[config.mk]
export PLATFORM = sky130hd
export DESIGN_NAME = dcache_ctrl
export DESIGN_NICKNAME = d
export VERILOG_FILES = /design/src/common/dcache_pkg.sv /design/src/dcache/dcache_ctrl.sv
export SDC_FILE = /design/constraint.sdc
export NUM_CORES = 1
export LEC_CHECK = 0
export BUFFER_PORTS_ARGS = -buffer_cell sky130_fd_sc_hd__buf_2
export CAP_MARGIN = 25
export CELL_PAD_IN_SITES_DETAIL_PLACEMENT = 1
export CELL_PAD_IN_SITES_GLOBAL_PLACEMENT = 1
export CORE_AREA = 2 2 318 320
export CTS_CLUSTER_SIZE = 12
export DETAILED_ROUTE_END_ITERATION = 16
export DIE_AREA = 0 0 320 322
export PLACE_DENSITY_LB_ADDON = 0.1
export SYNTH_ARGS = -nofsm -noshare
export SYNTH_HDL_FRONTEND = slang
export SYNTH_SLANG_ARGS = --single-unit
[constraint.sdc]
create_clock -name clk -period 5.2 [get_ports clk]
set_clock_uncertainty 0.05 [all_clocks]
set_input_delay 1.56 -clock clk [delete_from_list [all_inputs] [get_ports clk]]
set_output_delay 1.56 -clock clk [all_outputs]
set_load 0.03 [all_outputs]
[src/common/dcache_pkg.sv]
package dcache_pkg;

    // Two ways of 64 single-word lines
    localparam int num_sets = 64;
    localparam int index_w  = 6;
    localparam int offset_w = 3;
    localparam int tag_w    = 55;

    // Inclusive bounds of the cacheable window
    localparam logic [63:0] cache_base  = 64'h0000_0000_8000_0000;
    localparam logic [63:0] cache_limit = 64'h0000_0000_8fff_ffff;

    // Backing store depth in 8-byte words, so addresses alias every 32 KiB
    localparam int mem_words = 4096;

    typedef struct packed {
        logic [tag_w-1:0]    tag;
        logic [index_w-1:0]  index;
        logic [offset_w-1:0] offset;
    } addr_fields_t;

    // The same address word, read as a number or as lookup fields
    typedef union packed {
        logic [63:0]  raw;
        addr_fields_t fields;
    } addr_u;

endpackage
[src/dcache/dcache_ctrl.sv]
`timescale 1ns/1ps

module dcache_ctrl (
    input  logic                           clk,
    input  logic                           rst,
    input  logic                           req,
    input  logic [63:0]                    addr,
    input  logic [63:0]                    wdata,
    input  logic [7:0]                     mask,
    input  logic                           wen,
    input  logic                           hit_way0,
    input  logic                           hit_way1,
    input  logic                           valid_way0,
    input  logic                           valid_way1,
    input  logic [127:0]                   ram_rdata,
    input  logic                           mem_ack,
    input  logic [63:0]                    mem_rdata,
    output logic                           resp,
    output logic [63:0]                    rdata,
    output logic                           hit,
    output logic [dcache_pkg::index_w-1:0] lookup_index,
    output logic [dcache_pkg::tag_w-1:0]   lookup_tag,
    output logic                           fill_en,
    output logic                           fill_way,
    output logic [dcache_pkg::index_w-1:0] fill_index,
    output logic [dcache_pkg::tag_w-1:0]   fill_tag,
    output logic [dcache_pkg::index_w-1:0] ram_addr,
    output logic [127:0]                   ram_wdata,
    output logic [15:0]                    ram_byte_en,
    output logic                           ram_we,
    output logic                           mem_req,
    output logic [63:0]                    mem_addr,
    output logic [63:0]                    mem_wdata,
    output logic [7:0]                     mem_mask,
    output logic                           mem_wen
);

    localparam logic [1:0] st_idle      = 2'd0;
    localparam logic [1:0] st_hit_reply = 2'd1;
    localparam logic [1:0] st_mem_wait  = 2'd2;
    localparam logic [1:0] st_reply     = 2'd3;

    logic [1:0]        state;
    dcache_pkg::addr_u in_a;
    dcache_pkg::addr_u req_a;
    logic              cacheable;
    logic              lookup_hit;
    logic              hit_q;
    logic              fill_q;
    logic              hit_way_q;
    logic              fill_way_q;
    logic [63:0]       wdata_q;
    logic [7:0]        mask_q;
    logic              wen_q;
    logic [63:0]       rdata_q;
    logic              hit_wr;
    logic              fill_wr;

    assign in_a.raw = addr;

    assign cacheable  = (in_a.raw >= dcache_pkg::cache_base) &&
                        (in_a.raw <= dcache_pkg::cache_limit);
    assign lookup_hit = cacheable && (hit_way0 || hit_way1);

    // Lookup runs straight off the incoming address in the request cycle
    assign lookup_index = in_a.fields.index;
    assign lookup_tag   = in_a.fields.tag;

    always_ff @(posedge clk or negedge rst) begin
        if (!rst) begin
            state   <= st_idle;
            mem_req <= 1'b0;
            hit_q   <= 1'b0;
            fill_q  <= 1'b0;
        end else begin
            mem_req <= 1'b0;
            case (state)
                st_idle: begin
                    if (req) begin
                        hit_q  <= lookup_hit;
                        fill_q <= cacheable && !wen && !lookup_hit;
                        if (lookup_hit && !wen) begin
                            state <= st_hit_reply;
                        end else begin
                            state   <= st_mem_wait;
                            mem_req <= 1'b1;
                        end
                    end
                end
                st_hit_reply: begin
                    state <= st_idle;
                end
                st_mem_wait: begin
                    if (mem_ack) begin
                        state <= st_reply;
                    end
                end
                default: begin
                    state <= st_idle;
                end
            endcase
        end
    end

    always_ff @(posedge clk) begin
        if (state == st_idle && req) begin
            req_a   <= in_a;
            wdata_q <= wdata;
            mask_q  <= mask;
            wen_q   <= wen;
            // Way 1 only when it is the hitting way
            hit_way_q  <= hit_way1;
            // Way 0 if invalid, else way 1 if invalid, else way 0
            fill_way_q <= valid_way0 && !valid_way1;
        end
        if (state == st_mem_wait && mem_ack) begin
            rdata_q <= wen_q ? 64'd0 : mem_rdata;
        end
    end

    // A write hit updates the RAM in the same cycle the write goes to memory
    assign hit_wr  = (state == st_mem_wait) && mem_req && wen_q && hit_q;
    assign fill_wr = (state == st_mem_wait) && mem_ack && fill_q;

    assign ram_we   = hit_wr || fill_wr;
    assign ram_addr = (state == st_idle) ? in_a.fields.index : req_a.fields.index;

    assign ram_wdata = fill_wr ? {mem_rdata, mem_rdata} : {wdata_q, wdata_q};

    always_comb begin
        if (fill_wr) begin
            ram_byte_en = fill_way_q ? 16'hff00 : 16'h00ff;
        end else if (hit_wr) begin
            ram_byte_en = hit_way_q ? {mask_q, 8'h00} : {8'h00, mask_q};
        end else begin
            ram_byte_en = 16'h0000;
        end
    end

    assign fill_en    = fill_wr;
    assign fill_way   = fill_way_q;
    assign fill_index = req_a.fields.index;
    assign fill_tag   = req_a.fields.tag;

    assign mem_addr  = req_a.raw;
    assign mem_wdata = wdata_q;
    assign mem_mask  = mask_q;
    assign mem_wen   = wen_q;

    assign resp = (state == st_hit_reply) || (state == st_reply);
    assign hit  = resp && hit_q;

    always_comb begin
        if (state == st_hit_reply) begin
            rdata = hit_way_q ? ram_rdata[127:64] : ram_rdata[63:0];
        end else if (state == st_reply) begin
            rdata = rdata_q;
        end else begin
            rdata = 64'd0;
        end
    end

endmodule

* Word-level counts from Yosys, hierarchy flattened
Cells that the tools add are included.
** Word-level totals
- Register bits after elaboration :: 208
- Bits of input ports :: 337
- Output and inout port bits :: 479
- Logic and storage cells :: 56
** Cells by class
- $lt $le $gt $ge :: 2
- Eq/ne operators :: 5
- Multiplexer cells :: 16
- Reductions and logical operators :: 22
** Operators by type and width (number)
- two-way mux 64 bit :: 3
- two-way mux 128 bit :: 1
- >= comparator 64 x 32 -> 1 bit, second input constant :: 1
- <= comparator 64 x 32 -> 1 bit, second input constant :: 1
- two-way mux 16 bit :: 4
- logical AND 1 bit :: 13
- two-way mux 2 bit :: 3
- two-way mux 6 bit :: 1
- == test 2 bit, second input constant :: 2
- != test 2 bit, second input constant :: 2
- case mux 2 bit (2 select lines) :: 1
- AND reduction 2 bit :: 2
- zero test 1 bit :: 3
- logical OR 1 bit :: 3
- two-way mux 1 bit :: 3
- == test 2 x 1 -> 1 bit, second input constant :: 1
- zero test 2 bit :: 1

* Logic depth before layout (Yosys ltp)
Gate-level depths: netlist (run 1).
- Depth in word-level cells :: 7
- Depth in mapped cells :: 8

* Worst setup path before layout (run 1)
OpenSTA, ideal clock, no wires.
- Kind :: input-to-reg
- From :: input port req
- To :: register fill_way_q, in the netlist fill_way (enable)
- Setup time :: 0.492 ns
- Arrival time :: 4.325 ns
- Required time :: 4.658 ns
- Path slack :: 0.332 ns
- Stages :: 2
- Buffers on the path :: 0
- Cell sequence :: nand2_4 > inv_1
** On the way
- Longest elaborated chain between the ends :: 1
** RTL lines
- start, declared :: line dcache_ctrl.sv:6 : input logic req,
- logical AND 1 bit :: line dcache_ctrl.sv:106 : if (state == st_idle && req) begin
- end signal, assigned :: line dcache_ctrl.sv:114 : fill_way_q <= valid_way0 && !valid_way1;
- end, declared :: line dcache_ctrl.sv:51 : logic fill_way_q;
No other way between the ends.
A chain may end at the register's enable or synchronous reset.

* Final worst setup path (run 1)
- From :: input port mem_ack
- To :: output port ram_wdata[36]
** On the way
- Longest elaborated chain between the ends :: 3
** RTL lines
- start, declared :: line dcache_ctrl.sv:16 : input logic mem_ack,
- logical AND 1 bit (2 in series) :: line dcache_ctrl.sv:123 : assign fill_wr = (state == st_mem_wait) && mem_ack && fill_q;
- two-way mux 128 bit :: line dcache_ctrl.sv:128 : assign ram_wdata = fill_wr ? {mem_rdata, mem_rdata} : {wdata_q, wdata_q};
- end, declared :: line dcache_ctrl.sv:28 : output logic [127:0] ram_wdata,
No other way between the ends.

==> results.ini, run 1 <==
[setup_path]
worst_r2r_path_depth = 5
crit_family = buffers and inverters
endpoint_kind = output port
critical_path_arrival_ns = 2.97
crit_type = input pin to output port
cp_max_fo = 55
critPathSlowestCell = buf_4
cp-start-kind = input pin
max_stage_delay_ns = 0.60
required_ns = 3.59
path_cells = buf_2 > nand4b_4 > buf_4 > nand2_1 > nand2_1 > buf_2
cp.depth = 6
critPathBufInv = 3

[floorplan]
die_area_um2 = 103000
pin_count = 816
coreArea_um2 = 99600
start_util_pct = 11.2
die_x_um = 320
num_rows = 116
die_h_um = 322

[sta]
layout_min_cycle_time_ns = 4.58
fin_crit_sh_pct = 88.1
final-hold-violation-count = 0
drv_slew = 0
rsz0062_at_grt = false
relSlewSlack_pct = 48.6
finalSetupTns_ns = 0
setup_viol = 0
holdWs_ns = 0.538
clock.fmax_mhz = 218
tightest_slew_ns = 0.772
timing.final.ws_setup_ns = 0.619

[drt]
vias = 9574
drcViolationCount = 0
routedWlPerCell_um = 20.0
wl_mm = 59.7
viasPerCell = 3.21
first_iter_violations = 289
ant_nets = 0
drt-pass1-iter-count = 4

[yosys]
synthTopCellsByCount = 277 x nand2_1, 203 x edfxtp_1, 199 x buf_4
synth_top_family_by_area = simple AND/OR/NAND/NOR gates
yosysUniqueCellTypes = 33
ys_seq_area_share_pct = 56.0
avgSynthCellArea_um2 = 10.8
synth_simple_gate_area_share_pct = 18.7
yosysWarnings = 0
synth.most_common_cell = nand2_1
synth_ff_type = edfxtp_1
synth_seq_cells = 208
synth_fa_ha_area_share_pct = 0
synth_edf_count = 203
synthesis.area_um2 = 11100
postSynthCellCount = 1030
synthTopCellsByArea = edfxtp_1 55%, buf_4 13%, nand2_1 9.4%, mux2i_1 5.8%, and2_1 3.7%
synthMuxAreaShare_pct = 6.37
syn_nets = 1367
synth_xor_area_share_pct = 0
synth_top_area_share_pct = 54.9
synth_compound_area_share_pct = 3.83
synth_top_area_cell = edfxtp_1
synthArstFlopShare_pct = 2.40

[cells_and_area]
multi_input_area_um2 = 3220
final_cells = 2981
final_core_util_pct = 16.6
drive_above_1_share_pct = 53.4
register_area_um2 = 6230
areaGrowthSynthToFinish_pct = 48.4
final_area_um2 = 16500
nets = 1995
fill_cells = 11800

[clocking]
holdBufCountCts = 0
post_cts.repair.setup_buffers = 0
clock_sinks = 208
cts_htree_levels = 1
cts_tree = built
root_buffer = clkbuf_16
cts.path.max_buffers = 3
ctsResizeCount = 0
cts.reportedPaths.clkPinSlew_ns = 0.05
cts_buffers = 31
clk_latency_ns = 0.61

[power]
intPower_mw = 3.93
pwr-share-comb_pct = 26.9
seq_power_share_pct = 35.0
p_sw_share_pct = 35.4
p_sw_mw = 2.15
irDropWorstVdd_uv = 274
p_total_mw = 6.09
power_density_nw_per_um2 = 369
leakage_nw = 7.70
clkPwrFrac_pct = 38.1

[status]
status = complete, no violations

[grt]
grt_pass1_vias = 10400
antenna_found_initial = 9
grt_max_degree = 132
grt_usage_pct = 10.8
gr-total-overflow = 0
grt_pass1_wl_mm = 80.2

[run]
drv_cap = 0

[worst_hold_path]
worstHoldPathType = flop to flop
whs_path_depth = 2

[place]
port_buffers = 815
placed_area_um2 = 15400
dp.cells = 2923
hpwlAfterDp_mm = 48.4
pre_cts_ws_ns = 0.579
place.gp.congestion = 0.753

-- area by class of cell --
| type | count | share of cell area, % |
|---|---|---|
| diodes | 1 | 0.0152 |
| clock buffers | 35 | 4.80 |
| clock inverters | 22 | 1.81 |
| inverters | 2 | 0.0911 |
| multi-input cells | 582 | 19.5 |
| flip-flops and latches | 208 | 37.8 |
| well taps | 1298 | 9.85 |
| repair buffers | 833 | 26.1 |
-- layer usage --
layer  vias up  wire, µm  part of all wire, %  GRT usage [%]
li1       4546         -                    -              -
met1      4583     23100                   39           12.1
met2       377     31700                   53           20.4
met3        54      3750                  6.3           2.83
met4        14      1090                  1.8           2.20
met5         -        87                 0.15              0
-- power groups by stage --
stage	registers, mW	logic, mW	clock network (mW)
floorplan	2.32	0.962	0
global placement	2.17	1.69	0
detailed placement	2.17	1.69	0
CTS	2.14	1.69	2.45
global route	2.15	1.76	2.48
finish	2.13	1.64	2.32
-- state kept, by name, summed over array words and instances (netlist names) --
name       cells
mem_addr      64
mem_wdata     64
rdata_q       64
mem_mask       8
state          2
fill_q         1
fill_way       1
hit_q          1
hit_way_q      1
mem_req        1
mem_wen        1
-- tightest hold or removal path: stages (launching register included) --
cell,delay (ns)
dfrtp_1,0.41
nand2_1,0.09
o41ai_2,0.05
-- logic make-up (layout without fill, tap and decap cells) --
logic type,Yosys count,in the layout
AOI/OAI and AO/OA,77,77
buffers and inverters,240,892
DFF,208,208
muxes,70,70
other,0,1
and+or+nand+nor,435,435
-- final timing paths --
path	endpoint	slack [ns]	from
max	ram_wdata[36]	0.62	mem_ack
min	hit_q	0.54	hit_q
max reg2reg	mem_wdata[24]	2.46	state[1]
min reg2reg	hit_q	0.54	hit_q
max in group asynchronous	state[0]	4.20	rst
min in group asynchronous	mem_req	0.72	rst
-- layout by cell type (no fill, tap or decap), drive strengths merged, types with 3 or more instances in the layout --
cell	synthesis	layout
bufinv	0	7
and2	66	66
mux2i	64	64
buf	209	833
inv	2	3
clkinv	0	12
o21ai	64	64
nor2b	65	65
nor2	5	5
clkbuf	29	35
nor4	10	10
a21o	9	9
nand2	278	278
mux2	6	6
dfrtp	5	5
edfxtp	203	203
(Power assumes the default switching activity.)
==> run 2, diff against run 1 <==
- CELL_PAD_IN_SITES_DETAIL_PLACEMENT: 1 -> 0
==> run 2 against run 1 <==
Wire length is 1.4% lower. Global-route usage is 0.064 points lower. Critical path depth stayed put. Combinational power hardly changed. Total power is 0.50% lower. Sequential power hardly changed. Worst setup slack worse by 0.035 ns. Die area stayed put. Via count is 0.75% lower. Count of clock-buffer cells in the layout is 6 higher. Critical path type unchanged. Critical endpoint is now ram_wdata[32]. Highest routed layer unchanged.
==> results.ini, run 2 (synthesis gave the netlist of run 1 again) <==
[floorplan]
die_area_um2 = 103000  ; unchanged
start_util_pct = 11.2  ; unchanged
pin_count = 816  ; unchanged
num_rows = 116  ; unchanged
coreArea_um2 = 99600  ; unchanged
die_h_um = 322  ; unchanged
die_x_um = 320  ; unchanged

[sta]
setup_viol = 0  ; unchanged
tightest_slew_ns = 0.824  ; +0.0519 ns
drv_slew = 0  ; unchanged
fin_crit_sh_pct = 88.8  ; +0.67 points
layout_min_cycle_time_ns = 4.62  ; +0.0348 ns
clock.fmax_mhz = 217  ; -0.75%
relSlewSlack_pct = 45.1  ; -3.5 points
finalSetupTns_ns = 0  ; unchanged
rsz0062_at_grt = false
final-hold-violation-count = 0  ; unchanged

[setup_path]
critical_path_arrival_ns = 3.01  ; +0.04 ns
endpoint_kind = output port
cp-start-kind = input pin
required_ns = 3.59  ; about the same
crit_type = input pin to output port
cp_max_fo = 55  ; unchanged

[cells_and_area]
fill_cells = 11300  ; -4.1%
drive_above_1_share_pct = 53.6  ; +0.21 points
register_area_um2 = 6230  ; unchanged
multi_input_area_um2 = 3220  ; unchanged
areaGrowthSynthToFinish_pct = 48.2  ; about the same
mostFrequentLayoutCells = 815 x buf_2, 277 x nand2_1, 203 x edfxtp_1
nets = 1998  ; +0.15%
antenna_cells = 0  ; -1
layout_commonest_cell = buf_2
final_cells = 2981  ; unchanged

[grt]
antenna_found_initial = 7  ; -2
grtUsageMet1_pct = 12.0  ; -0.072 points
grt_max_degree = 132  ; unchanged
grt_pass1_wl_mm = 78.5  ; -2.1%
met3_usage_pct = 3.11  ; +0.28 points
busiest_layer = met2
globalRouteMet2Util_pct = 19.8  ; -0.55 points
grt_pass1_vias = 10100  ; -3.2%
gr-total-overflow = 0  ; unchanged
grt_usage_pct = 10.7  ; -0.064 points

[drt]
viasPerCell = 3.19  ; -0.75%
vias = 9502  ; -0.75%
wl_mm = 58.9  ; -1.4%
drcViolationCount = 0  ; unchanged
drt-pass1-iter-count = 4  ; unchanged
ant_nets = 0  ; unchanged
routedWlPerCell_um = 19.7  ; -1.4%
first_iter_violations = 348  ; +20%

[power]
p_total_mw = 6.06  ; -0.50%
leakage_nw = 7.72  ; +0.16%
irDropWorstVdd_uv = 222  ; -19%
power_density_nw_per_um2 = 368  ; -0.43%

[clocking]
cts_tree = built
holdBufCountCts = 0  ; unchanged
post_cts.repair.setup_buffers = 0  ; unchanged
root_buffer = clkbuf_16
cts.path.max_buffers = 3  ; unchanged
ctsResizeCount = 0  ; unchanged
cts_buffers = 34  ; +9.7%
clock_sinks = 208  ; unchanged
cts_htree_levels = 2  ; +1
clk_latency_ns = 0.54  ; -0.07 ns
cts.reportedPaths.clkPinSlew_ns = 0.04  ; about the same

[status]
status = complete, no violations

[run]
drv_cap = 0  ; unchanged

[place]
hpwlAfterDp_mm = 47.3  ; -2.3%
place.gp.congestion = 0.753  ; unchanged
port_buffers = 815  ; unchanged
dp.cells = 2923  ; unchanged

[worst_hold_path]
worstHoldPathType = flop to flop

-- run 2: metal layers --
| layer | share of wire (%) | up-vias | wire length (µm) |
|---|---|---|---|
| met1 | 38 | 4492 | 22600 |
| li1 | - | 4542 | - |
| met5 | 0.12 | - | 71 |
| met2 | 53 | 394 | 31100 |
| met3 | 6.9 | 62 | 4040 |
| met4 | 1.7 | 12 | 1020 |
-- run 2: layout make-up --
| class | instances | share of cell area [%] |
|---|---|---|
| timing repair buffer | 833 | 26.2 |
| multi-input combinational | 582 | 19.5 |
| sequential | 208 | 37.8 |
| clock buffer | 41 | 5.57 |
| clock inverter | 17 | 0.972 |
| tap | 1298 | 9.86 |
| inverter | 2 | 0.0911 |
-- run 2: stage by stage --
stage	hold slack [ns]	setup slack [ns]	cell area (µm²)	utilization [%]
final	0.510	0.584	16500	16.5
after global routing	0.553	0.470	16500	16.5
after CTS	0.520	0.579	16500	16.5
after detailed placement	0.502	0.581	15400	15.5
after global placement	0.525	0.574	15400	15.4
after floorplan	0.406	0.332	11100	-
-- run 2: report_power, final --
part,switching (mW),internal (mW),total [mW]
Combinational,1.18,0.456,1.63
Sequential,0.0874,2.04,2.13
Clock,0.891,1.40,2.29
Total,2.16,3.90,6.06
-- run 2: critical path, cell delays in order --
cell	delay, ns
buf_2	0.13
nand4b_4	0.11
buf_4	0.64
nand2_1	0.13
nand2_1	0.15
buf_2	0.21
-- run 2: path summary, 6_finish.rpt --
| kind | slack, ns | cells after the start | to | from |
|---|---|---|---|---|
| min in group asynchronous | 0.79 | 1 | state[1] | rst |
| setup / recovery | 0.58 | 6 | ram_wdata[32] | mem_ack |
| max in group asynchronous | 4.13 | 1 | state[0] | rst |
| hold reg to reg | 0.51 | 2 | hit_q | hit_q |
| setup reg to reg | 2.53 | 5 | mem_wdata[33] | state[1] |
| hold / removal | 0.51 | 2 | hit_q | hit_q |
